<file path="config.mk">
export PLATFORM = sky130hd
export DESIGN_NAME = mmu_regs
export DESIGN_NICKNAME = d
export VERILOG_FILES = /design/src/mmu_pkg.sv /design/src/mmu_regs.sv
export VERILOG_INCLUDE_DIRS = /design/src
export SDC_FILE = /design/constraint.sdc
export NUM_CORES = 1
export LEC_CHECK = 0
export ABC_AREA = 1
export CAP_MARGIN = 20
export CORE_AREA = 2 2 151 153
export CTS_CLUSTER_DIAMETER = 150
export DETAILED_ROUTE_END_ITERATION = 7
export DIE_AREA = 0 0 153 155
export DONT_BUFFER_PORTS = 1
export SLEW_MARGIN = 20
export SYNTH_ARGS = -nofsm -noshare
export SYNTH_HDL_FRONTEND = slang
export SYNTH_SLANG_ARGS = --single-unit
</file>
<file path="constraint.sdc">
create_clock -name clk_g -period 9.4 [get_ports clk_g]
set_input_delay 0.94 -clock clk_g [delete_from_list [all_inputs] [get_ports clk_g]]
set_output_delay 0.94 -clock clk_g [all_outputs]
set_load 0.01 [all_outputs]
</file>
<file path="src/mmu_params.svh">
`ifndef MMU_PARAMS_SVH
`define MMU_PARAMS_SVH

// ============================================================
// tlb geometry
// ============================================================
`define TLB_WAYS      4
`define TLB_SETS      16
`define TLB_SET_BITS  4

// address split, 4 kB pages
`define VADR_BITS     32
`define PADR_BITS     32
`define PAGE_BITS     12
// vpn bits above the set index
`define TAG_BITS      16
`define ASID_BITS     8

// ============================================================
// register word addresses
// ============================================================
`define REG_CTRL      4'd0
`define REG_ENTRY_HI  4'd1
`define REG_ENTRY_LO  4'd2
`define REG_INDEX     4'd3
`define REG_CMD       4'd4
`define REG_MISS_ADR  4'd5
`define REG_STATUS    4'd6

`endif

</file>
<file path="src/mmu_pkg.sv">
`default_nettype none

`include "mmu_params.svh"

package mmu_pkg;

	// ============================================================
	// tlb entry, valid sits in the top bit
	// ============================================================
	typedef struct packed {
		logic                              valid;
		// global mapping, matches any asid
		logic                              g;
		logic [`ASID_BITS-1:0]             asid;
		logic [`TAG_BITS-1:0]              tag;
		logic [`PADR_BITS-`PAGE_BITS-1:0]  ppn;
		logic                              r;
		logic                              w;
		logic                              x;
		// user may access the page
		logic                              u;
		// accessed and dirty, set by the lookup side
		logic                              a;
		logic                              d;
	} tlb_entry_t;

	// codes written to REG_CMD
	typedef enum logic [1:0] {
		CMD_NONE  = 2'd0,
		CMD_WRITE = 2'd1,
		CMD_READ  = 2'd2
	} tlb_cmd_e;

	// register block FSM, starts in the clear sweep
	typedef enum logic [1:0] {
		ST_SWEEP,
		ST_IDLE,
		ST_RD_WAIT1,
		ST_RD_WAIT2
	} regs_state_e;

endpackage

`default_nettype wire

</file>
<file path="src/mmu_regs.sv">
`timescale 1ns/1ps
`default_nettype none

`include "mmu_params.svh"

module mmu_regs (
	input  wire                                      clk_g,
	input  wire                                      rst_i,
	// wishbone classic slave
	input  wire                                      wb_cyc_i,
	input  wire                                      wb_stb_i,
	input  wire                                      wb_we_i,
	input  wire [3:0]                                wb_adr_i,
	input  wire [31:0]                               wb_dat_i,
	output logic [31:0]                              wb_dat_o,
	output logic                                     wb_ack_o,
	// port a of every way
	output logic                                     a_en_o,
	output logic [`TLB_WAYS-1:0]                     a_we_way_o,
	output logic [`TLB_SET_BITS-1:0]                 a_index_o,
	output mmu_pkg::tlb_entry_t                      a_wdata_o,
	input  wire mmu_pkg::tlb_entry_t [`TLB_WAYS-1:0] a_rdata_i,
	// lookup control and miss capture
	output logic                                     xlat_en_o,
	output logic [`ASID_BITS-1:0]                    asid_o,
	output logic                                     sweep_done_o,
	input  wire                                      miss_pulse_i,
	input  wire [`VADR_BITS-1:0]                     miss_vadr_i
);
	import mmu_pkg::*;

	localparam int WAY_BITS = $clog2(`TLB_WAYS);
	localparam int SET_BITS = `TLB_SET_BITS;
	localparam logic [SET_BITS-1:0] LAST_SET = SET_BITS'(`TLB_SETS-1);

	regs_state_e               state;
	logic [SET_BITS-1:0]       sweep_cnt;
	// staging entry and table index
	tlb_entry_t                stage;
	logic [SET_BITS-1:0]       idx_set;
	logic [WAY_BITS-1:0]       idx_way;
	logic [`VADR_BITS-1:0]     miss_adr;

	logic                      wb_req;
	logic                      wr_req;
	tlb_cmd_e                  cmd;
	logic                      cmd_write;
	logic                      cmd_read;
	logic [31:0]               rd_data;

	assign sweep_done_o = (state != ST_SWEEP);

	// new access only in idle, ack cycle excluded
	assign wb_req    = wb_cyc_i & wb_stb_i & ~wb_ack_o & (state == ST_IDLE);
	assign wr_req    = wb_req & wb_we_i;
	assign cmd       = tlb_cmd_e'(wb_dat_i[1:0]);
	assign cmd_write = wr_req & (wb_adr_i == `REG_CMD) & (cmd == CMD_WRITE);
	assign cmd_read  = wr_req & (wb_adr_i == `REG_CMD) & (cmd == CMD_READ);

	// ============================================================
	// port a steering
	// ============================================================
	always_comb begin
		a_en_o     = 1'b0;
		a_we_way_o = '0;
		a_index_o  = idx_set;
		a_wdata_o  = stage;
		case (state)
			ST_SWEEP: begin
				// clear one set in every way
				a_en_o     = 1'b1;
				a_we_way_o = '1;
				a_index_o  = sweep_cnt;
				a_wdata_o  = '0;
			end
			ST_IDLE: begin
				// write lands on the ack edge
				if (cmd_write) begin
					a_en_o              = 1'b1;
					a_we_way_o[idx_way] = 1'b1;
				end
			end
			ST_RD_WAIT1: a_en_o = 1'b1;
			default: ;
		endcase
	end

	// register read mux
	always_comb begin
		rd_data = '0;
		case (wb_adr_i)
			`REG_CTRL: begin
				rd_data[0]              = xlat_en_o;
				rd_data[8 +: `ASID_BITS] = asid_o;
			end
			`REG_ENTRY_HI: begin
				rd_data[`TAG_BITS-1:0]    = stage.tag;
				rd_data[16 +: `ASID_BITS] = stage.asid;
				rd_data[24]               = stage.g;
				rd_data[25]               = stage.valid;
			end
			`REG_ENTRY_LO: begin
				rd_data[`PADR_BITS-`PAGE_BITS-1:0] = stage.ppn;
				rd_data[20] = stage.r;
				rd_data[21] = stage.w;
				rd_data[22] = stage.x;
				rd_data[23] = stage.u;
				rd_data[24] = stage.a;
				rd_data[25] = stage.d;
			end
			`REG_INDEX: begin
				rd_data[SET_BITS-1:0]   = idx_set;
				rd_data[8 +: WAY_BITS] = idx_way;
			end
			`REG_MISS_ADR: rd_data = miss_adr;
			`REG_STATUS: rd_data[0] = sweep_done_o;
			default: ;
		endcase
	end

	// ============================================================
	// FSM and control registers
	// ============================================================
	always_ff @(posedge clk_g) begin
		if (rst_i) begin
			state     <= ST_SWEEP;
			sweep_cnt <= '0;
			wb_ack_o  <= 1'b0;
			xlat_en_o <= 1'b0;
			asid_o    <= '0;
		end else begin
			wb_ack_o <= 1'b0;
			case (state)
				ST_SWEEP: begin
					sweep_cnt <= sweep_cnt + 1'b1;
					if (sweep_cnt == LAST_SET)
						state <= ST_IDLE;
				end
				ST_IDLE: begin
					if (cmd_read) begin
						state <= ST_RD_WAIT1;
					end else if (wb_req) begin
						wb_ack_o <= 1'b1;
						if (wr_req && wb_adr_i == `REG_CTRL) begin
							xlat_en_o <= wb_dat_i[0];
							asid_o    <= wb_dat_i[8 +: `ASID_BITS];
						end
					end
				end
				// ram read issued here
				ST_RD_WAIT1: state <= ST_RD_WAIT2;
				// read data is in, ack with the staging load
				ST_RD_WAIT2: begin
					wb_ack_o <= 1'b1;
					state    <= ST_IDLE;
				end
				default: state <= ST_IDLE;
			endcase
		end
	end

	// staging, index and miss address
	always_ff @(posedge clk_g) begin
		if (miss_pulse_i)
			miss_adr <= miss_vadr_i;
		if (wb_req)
			wb_dat_o <= rd_data;
		if (wr_req) begin
			case (wb_adr_i)
				`REG_ENTRY_HI: begin
					stage.tag   <= wb_dat_i[`TAG_BITS-1:0];
					stage.asid  <= wb_dat_i[16 +: `ASID_BITS];
					stage.g     <= wb_dat_i[24];
					stage.valid <= wb_dat_i[25];
				end
				`REG_ENTRY_LO: begin
					stage.ppn <= wb_dat_i[`PADR_BITS-`PAGE_BITS-1:0];
					stage.r   <= wb_dat_i[20];
					stage.w   <= wb_dat_i[21];
					stage.x   <= wb_dat_i[22];
					stage.u   <= wb_dat_i[23];
					stage.a   <= wb_dat_i[24];
					stage.d   <= wb_dat_i[25];
				end
				`REG_INDEX: begin
					idx_set <= wb_dat_i[SET_BITS-1:0];
					idx_way <= wb_dat_i[8 +: WAY_BITS];
				end
				default: ;
			endcase
		end
		if (state == ST_RD_WAIT2)
			stage <= a_rdata_i[idx_way];
	end

endmodule

`default_nettype wire

</file>
==> results of run 1 <==
==> power by group <==
part           switching (mW)  internal (mW)
Combinational           0.324         0.0860
Sequential             0.0269          0.736
Clock                   0.253          0.439
Total                   0.604           1.26
==> worst max-delay path by stage <==
stage	start	to	slack, ns
3_3_place_gp	wb_cyc_i	a_we_way_o[0]	6.02
3_5_place_dp	wb_cyc_i	a_we_way_o[0]	6.00
6_report	state[0]	a_we_way_o[0]	5.90
2_1_floorplan	wb_adr_i[3]	stage[0]	5.64
4_1_cts	state[0]	a_we_way_o[0]	5.85
5_1_grt	state[0]	a_we_way_o[0]	5.70
==> synth_stat cells, drive strengths merged <==
master / instances
nor3: 2
nand4: 54
dfxtp: 16
o21a: 1
o21ai: 79
clkinv: 2
nor2: 73
buf: 35
clkbuf: 13
ha: 6
edfxtp: 122
a21oi: 22
o2111ai: 6
o221ai: 14
inv: 110
nand2: 326
o22ai: 2
nand3: 8
==> cell families (layout without fill, tap and decap cells) <==
group	after synthesis	count (layout)	share of synthesized area, %
compound gates	124	124	9.44
fa+ha+maj	6	6	1.01
buf+inv	160	150	10.0
flops	138	138	53.7
simple gates	463	463	25.9
==> cell usage in the layout (no fill, tap or decap), drive strengths merged <==
cell type and count:
nand2 326, dfxtp 16, ha 6, o2111ai 6, o21ai 79, o21a 1
a21oi 22, clkinvlp 4, nor2 73, nand4 54, edfxtp 122, nor3 2
o22ai 2, nand3 8, clkbuf 17, bufinv 4, buf 7, o221ai 14
clkinv 8, inv 110
==> registers in the layout (all words and copies together) (netlist names) <==
signal     count
state          2
idx_way        2
asid_o         8
miss_adr      32
idx_set        4
sweep_cnt      4
wb_ack_o       1
xlat_en_o      1
stage         52
wb_dat_o      32
==> final cells by class <==
class                   count  area share [%]
clock inverters            14            2.21
multi-input cells         593            33.5
repair buffers              7           0.645
inverters                 112            5.19
clock buffers              17            5.22
flip-flops and latches    138            48.9
well taps                 285            4.38
==> through the flow <==
| stage | hold WS, ns | worst slack (ns) | area, um^2 |
|---|---|---|---|
| floorplan | 0.465 | 5.64 | 7420 |
| global placement | 0.495 | 6.02 | 7540 |
| detailed placement | 0.494 | 6.00 | 7540 |
| CTS | 0.504 | 5.85 | 8150 |
| global route | 0.542 | 5.70 | 8150 |
| finish | 0.508 | 5.90 | 8150 |
==> critical path, delay by kind of cell (launching register included) <==
kind	cells	cell delay (ns)
AOI/OAI and AO/OA	1	0.65
adders and majority gates	1	0.23
and+or+nand+nor	3	0.82
DFF	1	0.44
==> per-layer routing <==
metal	vias to the layer above	track usage, %
met1	2887	28.1
met5	-	0
li1	2899	-
met2	376	32.8
met3	29	4.01
met4	0	6.17
==> out/results.ini, run 1 <==
[floorplanning]
rows=55
die_y_um=155
dieArea_um2=23700
die_w_um=153
design.core.area_um2=22200
io_pins=386
initial_utilization_pct=33.4

[grt]
grt_use_total_pct=20.4
antenna_found_initial=0
grt_max_degree=97
grt_pass1_vias=5823
grt_pass1_wl_mm=36.2
gr-total-overflow=0

[sta]
rsz0062_at_grt=false
clock.fmax_ghz=0.286
tightestPinTransition_ns=1.07
finalSetupTns_ns=0
post-route-period-util_pct=37.2
setup_viol=0
relSlewSlack_pct=28.6
hold_viol_final=0
period_needed_ns=3.50
clock_skew_ns=0.00853
slew_violations=0

[setup_path]
crit_chain=ha_1, nand2_1, nor3_2, nand4_1, o21ai_0
crit_slowest_cell=o21ai_0
critPathMaxFanout=5
r2r-end=stage[40]
max_stage_delay_ns=0.65
crit_required_ns=8.46
worstSetupStartpointType=register
rr_worst_depth=6
crit_arrival_ns=2.56
end_kind=output pin
crit_type=reg -> out
r2r_setup_slack_ns=7.14
r2r_start=idx_way[0]

[routing]
num_vias=6191
drt_iter0_drc=574
wl_met3_mm=1.77
detail_route.vias_per_cell=5.31
met2_length_mm=11.7
wl_met1_mm=10.9
ant_nets=0
dr.pass1.iters=5
route.detailed.drc=0
top_layer_used=met4
drt-total-wl_mm=24.9
routedWlPerCell_um=21.4

[clock_tree]
ctsHoldBuffers=0
post_cts_buffers=0
clkTransAtPathRegs_ns=0.06
cts_tree=built
clock_sinks=138
clockBufferDepth=2
clk_latency_ns=0.41
cts_repair_resize_count=0
cts_buffers=17
htree_levels=4
cts.root.buffer_cell=clkbuf_16

[yosys]
netlist_area_um2=7420
ys_seq_elements=138
synth_top_cell_area_share_pct=49.3
synth_top_area_cell=edfxtp_1
syn_nets=1179
ys_seq_area_share_pct=53.7
synth.distinct_cells=27
synth.area.top_cells=edfxtp_1, nand2_1, inv_1
postSynthCellCount=891
yosys_warnings=0
postSynthAreaPerCell_um2=8.33

[place]
dp_cells=1135
place.detailed.hpwl_mm=18.8
io_buffers=0
place_congestion=0.848

[layout]
drive_above_1_share_pct=6.13
stdcell_count=1166
diodes=0
fin_util_pct=36.7
n_fill_cell=2285
final_nets=1157
multi_input_area_um2=2730
areaGrowthSynthToFinish_pct=9.74
seq_area_um2=3980

[min_path]
hold_path.startpoint=sweep_cnt[1]
min_path_type=reg -> reg
holdPathStages=2
whs_endpoint=sweep_cnt[1]

[pwr]
irDropWorstVdd_mv=0.147
p_total_mw=1.86
power-per-cell-area_nw_per_um2=229
leakage_nw=3.11

[job]
cap_violations=0

[run_status]
status=completed

No activity file was read; power rests on OpenSTA's default activity.
==> inputs of run 2 (changes only) <==
--- a/config.mk
+++ b/config.mk
@@ -6,12 +6,12 @@
 export SDC_FILE = /design/constraint.sdc
 export NUM_CORES = 1
 export LEC_CHECK = 0
-export ABC_AREA = 1
+export ABC_AREA = 0
 export CAP_MARGIN = 20
-export CORE_AREA = 2 2 151 153
+export CORE_AREA = 2 2 152 154
 export CTS_CLUSTER_DIAMETER = 150
 export DETAILED_ROUTE_END_ITERATION = 7
-export DIE_AREA = 0 0 153 155
+export DIE_AREA = 0 0 154 156
 export DONT_BUFFER_PORTS = 1
 export SLEW_MARGIN = 20
 export SYNTH_ARGS = -nofsm -noshare
==> constraint.sdc (replaced) <==
create_clock -name clk_g -period 3.5 [get_ports clk_g]
set_input_delay 0.35 -clock clk_g [delete_from_list [all_inputs] [get_ports clk_g]]
set_output_delay 0.35 -clock clk_g [all_outputs]
set_load 0.01 [all_outputs]
==> out/results.ini, run 2 <==
[run_status]
status=completed

[yosys]
synth.top_cells.by_count=nand2_1, edfxtp_1, nor2b_1
synth.area.top_cells=edfxtp_1, mux4_2, nand2_1
ys.flop_type=edfxtp_1
ys_seq_elements=138
synth_edf_count=122
syn_nets=882
ys_seq_area_share_pct=54.1
synth_most_common_cell=nand2_1
synth_top_area_cell=edfxtp_1
synth.distinct_cells=37
postSynthCellCount=594
async_flop_share_pct=0
netlist_area_um2=7360
synth_top_cell_area_share_pct=49.8
postSynthAreaPerCell_um2=12.4
yosys_warnings=0

[sta]
hold_viol_final=0
period_needed_ns=3.25
finalSetupTns_ns=0
clock.fmax_ghz=0.308
slew_violations=0
tightestPinTransition_ns=0.998
relSlewSlack_pct=33.5
rsz0062_at_grt=false
post-route-period-util_pct=92.7
clock_skew_ns=0.0132
setup_viol=0

[grt]
gr-total-overflow=0
grt_max_degree=54
grt_pass1_vias=5321
antenna_found_initial=4
grt_use_total_pct=20.3
grt_pass1_wl_mm=35.1

[layout]
final_nets=876
drive_above_1_share_pct=19.5
final_common_cell=nand2_1
largest_reg_flops=52
final_area_um2=8410
reg.largest.list=stage x52, miss_adr x32, wb_dat_o x32
areaGrowthSynthToFinish_pct=14.3
regMostFlops=stage
n_fill_cell=2130
final_cell_mix=nand2_1, edfxtp_1, nor2b_1, mux4_2, a22oi_1

[routing]
drt-total-wl_mm=25.3
num_vias=5130
route.detailed.drc=0
routedWlPerCell_um=28.5
detail_route.vias_per_cell=5.77
dr.pass1.iters=7
ant_nets=0
drt_iter0_drc=566

[floorplanning]
dieArea_um2=24000
die_w_um=154
die_y_um=156
initial_utilization_pct=32.9
rows=55
design.core.area_um2=22400
io_pins=386

[clock_tree]
htree_levels=4
clock_sinks=138
clk_latency_ns=0.42
cts_tree=built
clkTransAtPathRegs_ns=0.07
cts_buffers=17
clockBufferDepth=2
cts.root.buffer_cell=clkbuf_16

[job]
cap_violations=0

[place]
post_dp_cell_area_um2=7730
io_buffers=0
place.detailed.hpwl_mm=19.4
place_congestion=0.869

[setup_path]
end_kind=output pin
worstSetupStartpointType=register
crit_required_ns=3.15
critPathMaxFanout=13
crit_arrival_ns=2.90
crit_chain=inv_1, ha_1, nand4b_1, inv_4, nand2_1, or4_4, o31ai_2, buf_4
max_stage_delay_ns=0.60
crit_slowest_cell=or4_4
crit_type=reg -> out

[min_path]
min_path_type=in -> reg

[pwr]
leakage_nw=2.98
power-per-cell-area_nw_per_um2=555
irDropWorstVdd_mv=0.244

-- run 2: per-stage QoR --
| stage | setup slack (ns) | util, % | power (mW) | hold WS [ns] | instances |
|---|---|---|---|---|---|
| 2_1_floorplan | 0.519 | - | 2.52 | 0.449 | 594 |
| 3_3_place_gp | 0.568 | 34.6 | 2.72 | 0.426 | 851 |
| 3_5_place_dp | 0.628 | 34.6 | 2.74 | 0.429 | 851 |
| 4_1_cts | 0.146 | 37.5 | 4.70 | 0.000885 | 886 |
| 5_1_grt | 0.104 | 37.6 | 4.81 | 0.000649 | 888 |
| 6_report | 0.255 | 37.6 | 4.66 | 0.0200 | 889 |
-- run 2: logic make-up (layout without fill, tap and decap cells) --
logic type | after synthesis | in the layout | synth area share [%]
AO/OA/AOI/OAI | 51 | 51 | 5.25
AND/OR/NAND/NOR | 268 | 268 | 17.1
flip-flops | 138 | 138 | 54.1
adder cells (fa/ha/maj) | 6 | 6 | 1.02
XOR/XNOR | 3 | 3 | 0.357
buffers and inverters | 53 | 60 | 2.94
other | 0 | 3 | 0
multiplexers | 75 | 75 | 19.1
-- run 2: critical path: cells and delay by family (launching register included) --
kind	cells	cell delay [ns]
flops	1	0.33
compound gates	1	0.30
fa+ha+maj	1	0.28
buf+inv	3	0.57
simple gates	3	0.99
-- run 2: worst paths after layout --
| kind | from | endpoint | slack (ns) | cells after the start |
|---|---|---|---|---|
| setup / recovery | state[1] | a_we_way_o[2] | 0.25 | 8 |
| hold / removal | miss_vadr_i[23] | miss_adr[23] | 0.02 | 0 |
| setup reg to reg | state[1] | idx_way[0] | 0.85 | 7 |
| hold reg to reg | miss_adr[29] | wb_dat_o[29] | 0.52 | 1 |
-- run 2: cell type report --
| class | instances | area [um^2] | share of cell area [%] |
|---|---|---|---|
| Timing Repair Buffer | 20 | 195 | 2.32 |
| Clock buffer | 17 | 425 | 5.06 |
| Multi-Input combinational cell | 403 | 3200 | 38.1 |
| Antenna cell | 3 | 7.51 | 0.0893 |
| Inverter | 8 | 32.5 | 0.387 |
| Tap cell | 285 | 357 | 4.24 |
| Sequential cell | 138 | 3980 | 47.4 |
| Clock inverter | 15 | 208 | 2.47 |
-- run 2: timing repair --
action	CTS	global route
endpoints found under the setup margin	0	1
resized for setup	0	2
hold buffers	3	0
hold endpoints to repair	18	0
setup buffers	0	0
-- run 2: layer usage --
layer,track usage (%),vias up,wire length (um)
li1,-,2186,-
met1,26.7,2547,10200
met2,32.8,363,12300
met3,6.06,32,2310
met4,5.34,2,454
met5,0,-,13
-- run 2: power by group --
group / internal (mW) / total, mW / switching (mW)
Combinational: 0.254 / 0.769 / 0.516
Sequential: 1.88 / 1.94 / 0.0611
Clock: 1.16 / 1.95 / 0.795
